## src/frame_pkg.sv

```systemverilog
package frame_pkg;

	// --------------------------------------------------
	// sector geometry and search stepping
	// --------------------------------------------------
	localparam int SECTOR_BYTES = 512;                  // bytes per card sector
	localparam int SECTOR_CNT_W = $clog2(SECTOR_BYTES) + 1; // holds 0..512
	localparam logic [31:0] START_SECTOR = 32'd600;     // first sector after reset
	localparam logic [31:0] SCAN_STRIDE = 32'd8;        // candidates every 4k

	// --------------------------------------------------
	// file header layout, byte offsets within sector
	// --------------------------------------------------
	// byte 0 sits in the low lane, so [0] = B2 ... [3] = 89
	localparam logic [3:0][7:0] HEADER_MAGIC = {8'h89, 8'hAA, 8'h76, 8'hB2};
	localparam int WIDTH_OFFSET = 4;                    // 4 bytes, little endian
	localparam int FRAME_LEN_OFFSET = 68;               // 4 bytes, little endian
	localparam int MATCH_BYTE = 499;                    // decision point in sector
	localparam logic [31:0] PIXEL_OFFSET = 32'd84;      // first pixel byte in file

	// --------------------------------------------------
	// types
	// --------------------------------------------------
	// one byte from the card, 10 bits
	typedef struct packed {
		logic [7:0] data;       // read data
		logic       valid;      // data strobe
		logic       sec_end;    // one cycle after the last byte
	} sd_byte_t;

	// captured header fields, 65 bits
	typedef struct packed {
		logic        match;     // magic and width agree
		logic [31:0] width;     // image width from file
		logic [31:0] frame_len; // pixel bytes in frame
	} header_t;

	// status code seen by the front panel
	typedef enum logic [3:0] {
		STATUS_INIT   = 4'd0,   // card still initialising
		STATUS_IDLE   = 4'd1,   // waiting for find
		STATUS_SEARCH = 4'd2,   // scanning for the file
		STATUS_READ   = 4'd3    // streaming pixels
	} status_t;

endpackage

```

## src/header_parser.sv

```systemverilog
`timescale 1ns/1ps

module header_parser (
	input  logic                clk,
	input  logic                rst,
	input  logic                scanning,   // sequencer is in search
	input  frame_pkg::sd_byte_t sd_byte,
	input  logic [31:0]         bmp_width,  // width we are looking for
	output frame_pkg::header_t  header
);
	import frame_pkg::*;

	logic [SECTOR_CNT_W-1:0] byte_cnt;      // byte index within sector
	logic [SECTOR_CNT_W-1:0] width_idx;     // byte_cnt relative to width field
	logic [SECTOR_CNT_W-1:0] len_idx;       // byte_cnt relative to length field
	logic [3:0][7:0]         magic;         // first four bytes of sector
	logic [31:0]             width;
	logic [31:0]             frame_len;
	logic                    match;
	logic                    magic_ok;
	logic                    byte_in;

	assign byte_in = scanning && sd_byte.valid;
	assign width_idx = byte_cnt - SECTOR_CNT_W'(WIDTH_OFFSET);  // wraps high below offset
	assign len_idx = byte_cnt - SECTOR_CNT_W'(FRAME_LEN_OFFSET);
	assign magic_ok = (magic == HEADER_MAGIC);

	// --------------------------------------------------
	// byte counter, restarts every sector
	// --------------------------------------------------
	always_ff @(posedge clk or posedge rst)
	begin
		if (rst)
			byte_cnt <= '0;
		else if (!scanning)
			byte_cnt <= '0;                     // idle between scans
		else if (sd_byte.sec_end)
			byte_cnt <= '0;                     // next candidate sector
		else if (sd_byte.valid)
			byte_cnt <= byte_cnt + 1'b1;
	end

	// field capture at fixed offsets
	// fields hold after the scan so the packer still sees frame_len
	always_ff @(posedge clk)
	begin
		if (byte_in)
		begin
			if (byte_cnt < SECTOR_CNT_W'(4))
				magic[byte_cnt[1:0]] <= sd_byte.data;           // magic bytes 0..3
			if (width_idx < SECTOR_CNT_W'(4))
				width[8*width_idx[1:0] +: 8] <= sd_byte.data;  // lsb first
			if (len_idx < SECTOR_CNT_W'(4))
				frame_len[8*len_idx[1:0] +: 8] <= sd_byte.data;
		end
	end

	// --------------------------------------------------
	// match decision at MATCH_BYTE
	// --------------------------------------------------
	always_ff @(posedge clk or posedge rst)
	begin
		if (rst)
			match <= 1'b0;
		else if (!scanning)
			match <= 1'b0;                      // dropped once search ends
		else if (byte_in && byte_cnt == SECTOR_CNT_W'(MATCH_BYTE))
			match <= magic_ok && (width == bmp_width);
	end

	assign header = '{match: match, width: width, frame_len: frame_len};

	// card never sends more than one sector between end pulses
	a_byte_cnt_range: assert property (@(posedge clk) disable iff (rst)
		byte_cnt <= SECTOR_CNT_W'(SECTOR_BYTES))
		else $error("header_parser: byte count past sector size");

endmodule

```

## src/pixel_packer.sv

```systemverilog
`timescale 1ns/1ps

module pixel_packer (
	input  logic                clk,
	input  logic                rst,
	input  logic                reading,     // sequencer streams the file
	input  frame_pkg::sd_byte_t sd_byte,
	input  logic [31:0]         frame_len,   // pixel bytes in the frame
	output logic                pixel_wr_en,
	output logic [15:0]         pixel_data,
	output logic                window_done
);
	import frame_pkg::*;

	logic [31:0] file_cnt;      // file byte index
	logic [31:0] window_end;    // first byte past the pixels
	logic        pixel_byte;    // current byte is inside window
	logic        pair_hi;       // next pixel byte is the high half

	assign window_end = PIXEL_OFFSET + frame_len;
	assign pixel_byte = reading && sd_byte.valid &&
		(file_cnt >= PIXEL_OFFSET) && (file_cnt < window_end);
	assign window_done = (file_cnt >= window_end);   // sequencer checks at sector end

	// --------------------------------------------------
	// file byte counter
	// --------------------------------------------------
	always_ff @(posedge clk or posedge rst)
	begin
		if (rst)
			file_cnt <= '0;
		else if (!reading)
			file_cnt <= '0;                         // start of file on next read
		else if (sd_byte.valid)
			file_cnt <= file_cnt + 32'd1;
	end

	// byte pairing, low half first
	always_ff @(posedge clk or posedge rst)
	begin
		if (rst)
		begin
			pair_hi <= 1'b0;
			pixel_wr_en <= 1'b0;
		end
		else
		begin
			pixel_wr_en <= pixel_byte && pair_hi;   // one pulse per word
			if (!reading)
				pair_hi <= 1'b0;
			else if (pixel_byte)
				pair_hi <= ~pair_hi;
		end
	end

	always_ff @(posedge clk)
	begin
		if (pixel_byte && !pair_hi)
			pixel_data[7:0] <= sd_byte.data;        // first byte of pair
		else if (pixel_byte && pair_hi)
			pixel_data[15:8] <= sd_byte.data;       // second byte completes word
	end

	// a pair always needs two card bytes
	a_wr_en_single: assert property (@(posedge clk) disable iff (rst)
		pixel_wr_en |=> !pixel_wr_en)
		else $error("pixel_packer: write enable held two cycles");

endmodule

```

## src/sd_frame_reader.sv

```systemverilog
`timescale 1ns/1ps

module sd_frame_reader (
	input  logic                clk,
	input  logic                rst,
	input  logic                sd_init_done,     // card ready
	input  logic                find,             // start search pulse
	input  logic [31:0]         bmp_width,        // width to match
	input  frame_pkg::sd_byte_t sd_byte,          // card read data
	input  logic                write_ack,        // frame store answer
	output frame_pkg::status_t  status,
	output logic                sd_sec_read,      // sector request level
	output logic [31:0]         sd_sec_read_addr,
	output logic                write_req,        // frame store request
	output logic                pixel_wr_en,
	output logic [15:0]         pixel_data
);
	import frame_pkg::*;

	header_t header;        // parser result
	logic    scanning;      // search phase
	logic    reading;       // read phase
	logic    window_done;   // last pixel byte passed

	// --------------------------------------------------
	// control
	// --------------------------------------------------
	sector_sequencer u_sequencer (
		.clk              (clk),
		.rst              (rst),
		.sd_init_done     (sd_init_done),
		.find             (find),
		.sd_byte          (sd_byte),
		.header           (header),
		.window_done      (window_done),
		.write_ack        (write_ack),
		.status           (status),
		.sd_sec_read      (sd_sec_read),
		.sd_sec_read_addr (sd_sec_read_addr),
		.write_req        (write_req),
		.scanning         (scanning),
		.reading          (reading)
	);

	// --------------------------------------------------
	// datapath
	// --------------------------------------------------
	header_parser u_parser (
		.clk       (clk),
		.rst       (rst),
		.scanning  (scanning),
		.sd_byte   (sd_byte),
		.bmp_width (bmp_width),
		.header    (header)
	);

	pixel_packer u_packer (
		.clk         (clk),
		.rst         (rst),
		.reading     (reading),
		.sd_byte     (sd_byte),
		.frame_len   (header.frame_len),  // held from the matching sector
		.pixel_wr_en (pixel_wr_en),
		.pixel_data  (pixel_data),
		.window_done (window_done)
	);

endmodule

```

## src/sector_sequencer.sv

```systemverilog
`timescale 1ns/1ps

module sector_sequencer (
	input  logic                 clk,
	input  logic                 rst,
	input  logic                 sd_init_done,
	input  logic                 find,            // start a search
	input  frame_pkg::sd_byte_t  sd_byte,
	input  frame_pkg::header_t   header,
	input  logic                 window_done,     // last pixel byte seen
	input  logic                 write_ack,
	output frame_pkg::status_t   status,
	output logic                 sd_sec_read,
	output logic [31:0]          sd_sec_read_addr,
	output logic                 write_req,
	output logic                 scanning,
	output logic                 reading
);
	import frame_pkg::*;

	typedef enum logic [2:0] {
		ST_IDLE,
		ST_SEARCH,
		ST_HANDSHAKE,   // four-phase write request
		ST_READ,
		ST_END
	} state_t;

	state_t state;

	assign scanning = (state == ST_SEARCH);   // parser active
	assign reading = (state == ST_READ);      // packer active

	// --------------------------------------------------
	// control FSM
	// --------------------------------------------------
	always_ff @(posedge clk or posedge rst)
	begin
		if (rst)
		begin
			state <= ST_IDLE;
			status <= STATUS_INIT;
			sd_sec_read <= 1'b0;
			sd_sec_read_addr <= START_SECTOR;
			write_req <= 1'b0;
		end
		else if (!sd_init_done)
		begin
			state <= ST_IDLE;                   // card lost, abandon everything
			status <= STATUS_INIT;
			sd_sec_read <= 1'b0;
			write_req <= 1'b0;
		end
		else
		begin
			case (state)
				ST_IDLE:
				begin
					status <= STATUS_IDLE;
					sd_sec_read <= 1'b0;
					if (find)
					begin
						state <= ST_SEARCH;
						// candidates sit on 8-sector boundaries
						sd_sec_read_addr <= sd_sec_read_addr & ~(SCAN_STRIDE - 32'd1);
					end
				end
				ST_SEARCH:
				begin
					status <= STATUS_SEARCH;
					if (sd_byte.sec_end)
					begin
						sd_sec_read <= 1'b0;        // one low cycle between sectors
						if (header.match)
						begin
							state <= ST_HANDSHAKE;
							write_req <= 1'b1;      // ask the frame store for a slot
						end
						else
							sd_sec_read_addr <= sd_sec_read_addr + SCAN_STRIDE;
					end
					else
						sd_sec_read <= 1'b1;
				end
				ST_HANDSHAKE:
				begin
					if (write_req && write_ack)
						write_req <= 1'b0;          // phase 3
					else if (!write_req && !write_ack)
						state <= ST_READ;           // phase 4 done, file starts here
				end
				ST_READ:
				begin
					status <= STATUS_READ;
					if (sd_byte.sec_end)
					begin
						sd_sec_read <= 1'b0;
						if (window_done)
							state <= ST_END;        // sector held the last pixel
						else
							sd_sec_read_addr <= sd_sec_read_addr + 32'd1;
					end
					else
						sd_sec_read <= 1'b1;
				end
				ST_END:
				begin
					status <= STATUS_IDLE;
					sd_sec_read <= 1'b0;
					state <= ST_IDLE;
				end
				default:
				begin
					state <= ST_IDLE;
					sd_sec_read <= 1'b0;
				end
			endcase
		end
	end

	// --------------------------------------------------
	// protocol checks
	// --------------------------------------------------
	// request only withdrawn after the store answered, or on init loss
	a_req_after_ack: assert property (@(posedge clk) disable iff (rst)
		$fell(write_req) |-> $past(write_ack) || !$past(sd_init_done))
		else $error("sector_sequencer: write_req dropped before write_ack");

	// card latches the address for the whole sector
	a_addr_stable: assert property (@(posedge clk) disable iff (rst)
		sd_sec_read |=> !sd_sec_read || $stable(sd_sec_read_addr))
		else $error("sector_sequencer: address moved during sector read");

endmodule

```

## config.mk

```make
export PLATFORM = sky130hd
export DESIGN_NAME = sd_frame_reader
export DESIGN_NICKNAME = d
export VERILOG_FILES = /design/src/frame_pkg.sv /design/src/header_parser.sv /design/src/pixel_packer.sv /design/src/sd_frame_reader.sv /design/src/sector_sequencer.sv
export SDC_FILE = /design/constraint.sdc
export NUM_CORES = 1
export LEC_CHECK = 0
export BUFFER_PORTS_ARGS = -buffer_cell sky130_fd_sc_hd__buf_2
export CORE_MARGIN = 2
export CORE_UTILIZATION = 59
export DETAILED_ROUTE_END_ITERATION = 8
export MAX_ROUTING_LAYER = met4
export PLACE_DENSITY = 0.82
export REMOVE_ABC_BUFFERS = 1
export SLEW_MARGIN = 20
export SYNTH_ARGS = -nofsm -noshare
export SYNTH_HDL_FRONTEND = slang
export SYNTH_HIERARCHICAL = 1
export SYNTH_SLANG_ARGS = --single-unit
```

## constraint.sdc

```tcl
create_clock -name clk -period 5 [get_ports clk]
set_input_delay 0.5 -clock clk [delete_from_list [all_inputs] [get_ports clk]]
set_output_delay 0.5 -clock clk [all_outputs]
set_load 0.03 [all_outputs]
```

# After elaboration in Yosys (flattened, before gate mapping)
# Index checks and enable logic that the tools add are counted.
[classes]
n_shift = 4
n_reduce_logical = 27
bitwise = 3
mux = 39
magnitude_cmp = 8
add_sub_neg = 9
n_eq_ne = 27
[op_table]
columns = ["operator", "n"]
rows = [
  ["$mux W32", 6],
  ["$bwmux W32", 3],
  ["$pmux W32 S3", 1],
  ["$neg A5 Y34", 2],
  ["$shift A8 B34 Y32 const A", 2],
  ["$shiftx A8 B34 Y32", 2],
  ["$add A32 B1 Y32 const B", 2],
  ["$add A32 B4 Y32 const B", 1],
  ["$add A7 B32 Y32 const A", 1],
  ["$eq A32 B32 Y1", 1],
  ["$eq A32 B32 Y1 const B", 1],
  ["$ge A32 B32 Y1", 1],
  ["$ge A32 B7 Y1 const B", 1],
  ["$lt A32 B32 Y1", 1],
  ["$lt A10 B3 Y1 const B", 3],
  ["$mux W10", 3],
  ["$mux W3", 9],
  ["$ne A3 B3 Y1 const B", 7],
  ["$reduce_and A7 Y1", 3],
  ["$ne A2 B2 Y1 const B", 9],
  ["$demux W8 S2", 1],
  ["$pmux W3 S4", 1],
  ["$pmux W4 S3", 1],
  ["$logic_and A1 B1 Y1", 11],
  ["other kinds (24)", 44],
]
[word_totals]
reg_bits = 198
out_inout_bits = 55
wordCells = 136
in_bits = 47

# Longest topological paths before layout
[logic_depth]
word_depth = 7
ltp_mapped = 19

# Cells and area by module
# Netlist, hierarchy kept.
[by_module_without_submodules]
columns = ["module", "area_per_inst_um2", "cells_per_inst", "instances", "seq_area_each_um2"]
rows = [
  ["header_parser", 4282.9, 268, 1, 3158.0],
  ["pixel_packer", 3477.1, 348, 1, 1331.3],
  ["sector_sequencer", 1999.4, 191, 1, 980.9],
]

# Least setup slack after synthesis
# OpenSTA, ideal clock, no wires.
[synth_path]
kind = "reg-to-reg"
start = "reg u_parser.frame_len[2]"
end = "reg u_sequencer.sd_sec_read_addr[29]"
arrival_ps = 4201
slack_ps = 722
period_less_slack_ps = 4278
t_required_ps = 4923
path_buffers = 1
path_stages_with_launch = 20
cell_sequence = "edfxtp_1 -> ha_1 -> o21ai_0 -> nor2b_1 -> nor2_1 -> nand2_1 -> nor2_1 -> xnor2_1 -> ha_1 -> and3_1 -> a221o_1 -> a221o_1 -> a211oi_2 -> nand3_1 -> mux2_4 -> a211oi_4 -> and3_1 -> buf_4 -> and4_4 -> xor2_2"
[synth_via]
elab_chain_len = 4
[synth_rtl]
columns = ["element", "line", "rtl"]
rows = [
  ["start: declaration", "header_parser.sv:18", "logic [31:0] frame_len;"],
  ["start signal: indexed assignment", "header_parser.sv:54", "frame_len[8*len_idx[1:0] +: 8] <= sd_byte.data;"],
  ["$add A7 B32 Y32", "pixel_packer.sv:20", "assign window_end = PIXEL_OFFSET + frame_len;"],
  ["$ge A32 B32 Y1", "pixel_packer.sv:23", "assign window_done = (file_cnt >= window_end);"],
  ["net window_done", "sd_frame_reader.sv:23", "logic window_done;"],
  ["$ne A2 B2 Y1 (no source line)", "n/a", ""],
  ["$reduce_and A7 Y1 (no source line)", "n/a", ""],
  ["end signal: assignment", "sector_sequencer.sv:65", "sd_sec_read_addr <= sd_sec_read_addr & ~(SCAN_STRIDE - 32'd1);"],
  ["end signal: assignment", "sector_sequencer.sv:80", "sd_sec_read_addr <= sd_sec_read_addr + SCAN_STRIDE;"],
  ["end signal: assignment", "sector_sequencer.sv:101", "sd_sec_read_addr <= sd_sec_read_addr + 32'd1;"],
  ["end: declaration", "sector_sequencer.sv:14", "output logic [31:0] sd_sec_read_addr,"],
]
# The timed path passes the listed nets, and every way through them passes these cells.
# A chain may end at the register's enable or synchronous reset.

# Worst setup path in the final report
[layout_path]
start = "reg u_parser.frame_len[2]"
end = "reg u_sequencer.sd_sec_read_addr[28]"
# Same word-level chain as after synthesis.

==> results_dict.tcl <==
set metrics [dict create \
    dpl.cell_count 1116 \
    placed_area_um2 10500 \
    seq_power_share 0.526 \
    swShare 0.257 \
    max_freq_mhz 216 \
    grt_first_pass_wirelength_mm 34.8 \
    gp_congestion 0.884 \
    slew_violations 0 \
    clock_path_buffers 2 \
    fp-row-count 47 \
    grt_max_degree 35 \
    ant_nets 0 \
    yosysWarnings 6 \
    critPathMaxStageDelay_ns 0.43 \
    syn_area_um2 9760 \
    nets 1005 \
    antenna_found_initial 0 \
    core_um2 16300 \
    die_x_um 133 \
    dp_hpwl_mm 15.3 \
    yosysTopAreaCell "edfxtp_1" \
    utilization 0.681 \
    dr_total_vias 6692 \
    cts_tree "built" \
    drt_pass1_iterations 5 \
    crit_required_ns 5.37 \
    synth.top_cell.area_share 0.345 \
    die_h_um 133 \
    combPwrFrac 0.051 \
    p_per_area_nw_per_um2 300 \
    cts_setup_buffers 0 \
    peakVddDrop_mv 0.259 \
    dp_slack_ns 0.227 \
    area_growth_pct 14.1 \
    r2r_cells 18 \
    ys.flop_type "edfxtp_1" \
    cts-root-buf "clkbuf_16" \
    fin_ws_ns 0.378 \
    final_min_period_over_clock_period 0.924 \
    htree_levels 4 \
    clkLatencyLatePin_ns 0.44 \
    stdcell_area_um2 11100 \
    synthArstFlopShare 0.429 \
    r2r_end "u_sequencer/sd_sec_read_addr[28]" \
    synth_edf_count 112 \
    finalCriticalPeriod_ns 4.62 \
    rsz0062_at_grt "false" \
    ys_ff_latch 196 \
    critPathArrivalTime_ns 4.99 \
    initial_utilization 0.597 \
    drc 0 \
    setup_viol 0 \
    drt_iter0_drc 613 \
    synth_area_leaders "edfxtp_1, dfrtp_1, xor2_1" \
    totalPowerFinal_mw 3.34 \
    net-switching-power_mw 0.858 \
    synth.avg_cell_area_um2 12.1 \
    tightest_slew_ns 0.931 \
    endpoint_kind "register" \
    finalHoldViolations 0 \
    slew_headroom 0.378 \
    io-pin-count 102 \
    hold_class "input port to asynchronous set/reset pin" \
    rr_startpoint "u_parser/frame_len[2]" \
    dieArea_um2 17600 \
    drt-total-wl_mm 21.4 \
    startpoint_type "register" \
    cts_inserted_buffers 17 \
    reg2reg_setup_slack_ns 0.38 \
    critPathKind "register to register" \
    p_leak_nw 4.61 \
    io_buffers 99 \
    first_global_vias 6714 \
    postCtsHoldBufs 0 \
    clkPwrFrac 0.423 \
    vias_per_cell 5.83 \
    outcome "finished, final reports clean" \
    drive_gt1_frac 0.173 \
    synth_cell_types 61 \
    overflow 0 \
    synthCells 807 \
    finalClockSkew_ns 0.0123 \
    final_cell_count_no_fill 1148 \
    clk_pin_slew_ns 0.08 \
    cpMaxStageDelayCell "edfxtp_1" \
    yosysSeqAreaShare 0.561 \
    maxCapViolCount 0 \
    cts.sinks 196 \
    grtUsageTotal 0.265 \
    path_cells "ha_1 > o21ai_1 > nor2b_4 > nor2_1 > nand2_1 > nor2_1 > xnor2_1 > ha_1 > and3_1 > a221o_1 > a221o_1 > a211oi_2 > nand3_1 > mux2_4 > or2_4 > nor4b_4 > and4_1 > xor2_1" \
    p_int_mw 2.48 \
    worst-path-max-fanout 5 \
    fin_hold_ws_ns 0.0788 \
    antenna_cells 0 \
    post_drt_wl_per_cell_um 18.6 \
    finalSetupTns_ns 0 \
]
final cells by class:
class / count / area (µm²)
Sequential cell: 196 / 5470
Tap cell: 220 / 275
Inverter: 16 / 60.1
Timing Repair Buffer: 105 / 541
Fill cell: 1207 / 5220
Clock inverter: 15 / 206
Multi-Input combinational cell: 579 / 4150
Clock buffer: 17 / 425
metal layers:
layer / track usage / wire [µm] / share of wire
met1: 0.337 / 9020 / 0.42
met2: 0.432 / 10800 / 0.51
met3: 0.0464 / 1050 / 0.049
met4: 0.0926 / 481 / 0.022
met5: - / 0 / 0
worst max path at each step:
| stage | end | start | cells after the start |
|---|---|---|---|
| final | u_sequencer/sd_sec_read_addr[28] | u_parser/frame_len[2] | 18 |
| after CTS | u_sequencer/sd_sec_read_addr[28] | u_parser/frame_len[2] | 18 |
| after floorplan | u_sequencer/sd_sec_read_addr[29] | u_parser/frame_len[2] | 18 |
| after global placement | u_sequencer/sd_sec_read_addr[28] | u_parser/frame_len[2] | 18 |
| after detailed placement | u_sequencer/sd_sec_read_addr[28] | u_parser/frame_len[2] | 18 |
| after global routing | u_sequencer/sd_sec_read_addr[28] | u_parser/frame_len[2] | 18 |
registers in the layout, indices dropped and copies added, names as in the netlist, 3 cells and up:
register	cells
u_parser/width	32
u_parser/byte_cnt	10
u_sequencer/state	3
u_packer/pixel_data	16
u_packer/file_cnt	32
u_parser/magic	32
u_parser/frame_len	32
u_sequencer/sd_sec_read_addr	32
cell families (layout without fill, tap and decap cells):
family / count (synthesis) / in the layout / share of synthesized area
compound gates: 73 / 73 / 0.0501
xor+xnor: 120 / 120 / 0.108
fa+ha+maj: 43 / 43 / 0.0551
buf+inv: 33 / 153 / 0.0165
flops: 196 / 196 / 0.561
mux: 4 / 4 / 0.00462
other cells: 1 / 2 / 0.000384
simple gates: 337 / 337 / 0.204
placed cells by master, fill, tap and decap left out, drive strengths merged, types with 7 or more instances in the layout:
cell,count
a21boi,7
a21oi,17
and2,73
and3,16
and4,16
buf,105
clkbuf,17
dfrtp,80
edfxtp,112
ha,43
inv,25
nand2,50
nand3,44
nand4,33
nor2,35
nor2b,10
nor3,16
nor4,17
o21ai,19
xnor2,55
xor2,65
synth_stat cells, drive strengths merged (4+ instances only):
cell,instances
and3,16
nor4b,4
nor4,17
inv,16
nor3,16
nor2,35
nand2,50
xnor2,55
and4,16
edfxtp,112
a31oi,6
buf,11
and2,73
nand4,33
nand3,44
or3,4
xor2,65
a21oi,17
ha,43
dfrtp,80
clkbuf,6
nor2b,10
a21o,6
nor3b,6
o21ai,19
dfstp,4
a21boi,7
power groups by stage:
stage	combinational, mW	clock [mW]	sequential [mW]
floorplan	0.0664	0	1.81
global placement	0.168	0	1.79
detailed placement	0.170	0	1.79
CTS	0.172	1.42	1.76
global route	0.186	1.49	1.76
finish	0.172	1.41	1.76
timing repair:
action | in CTS | in global routing
setup endpoints to repair | 0 | 8
hold endpoints to repair | 0 | 0
gates resized for setup | 0 | 5
critical path: cells and delay by family, from the launching register on:
kind | cells | cell delay [ns]
adders and majority gates | 2 | 0.52
xor gates and xnor gates | 2 | 0.31
and+or+nand+nor | 9 | 1.84
DFF | 1 | 0.43
muxes | 1 | 0.36
AOI/OAI and AO/OA | 4 | 1.09
Note: power is estimated with default switching activity, not from simulation.
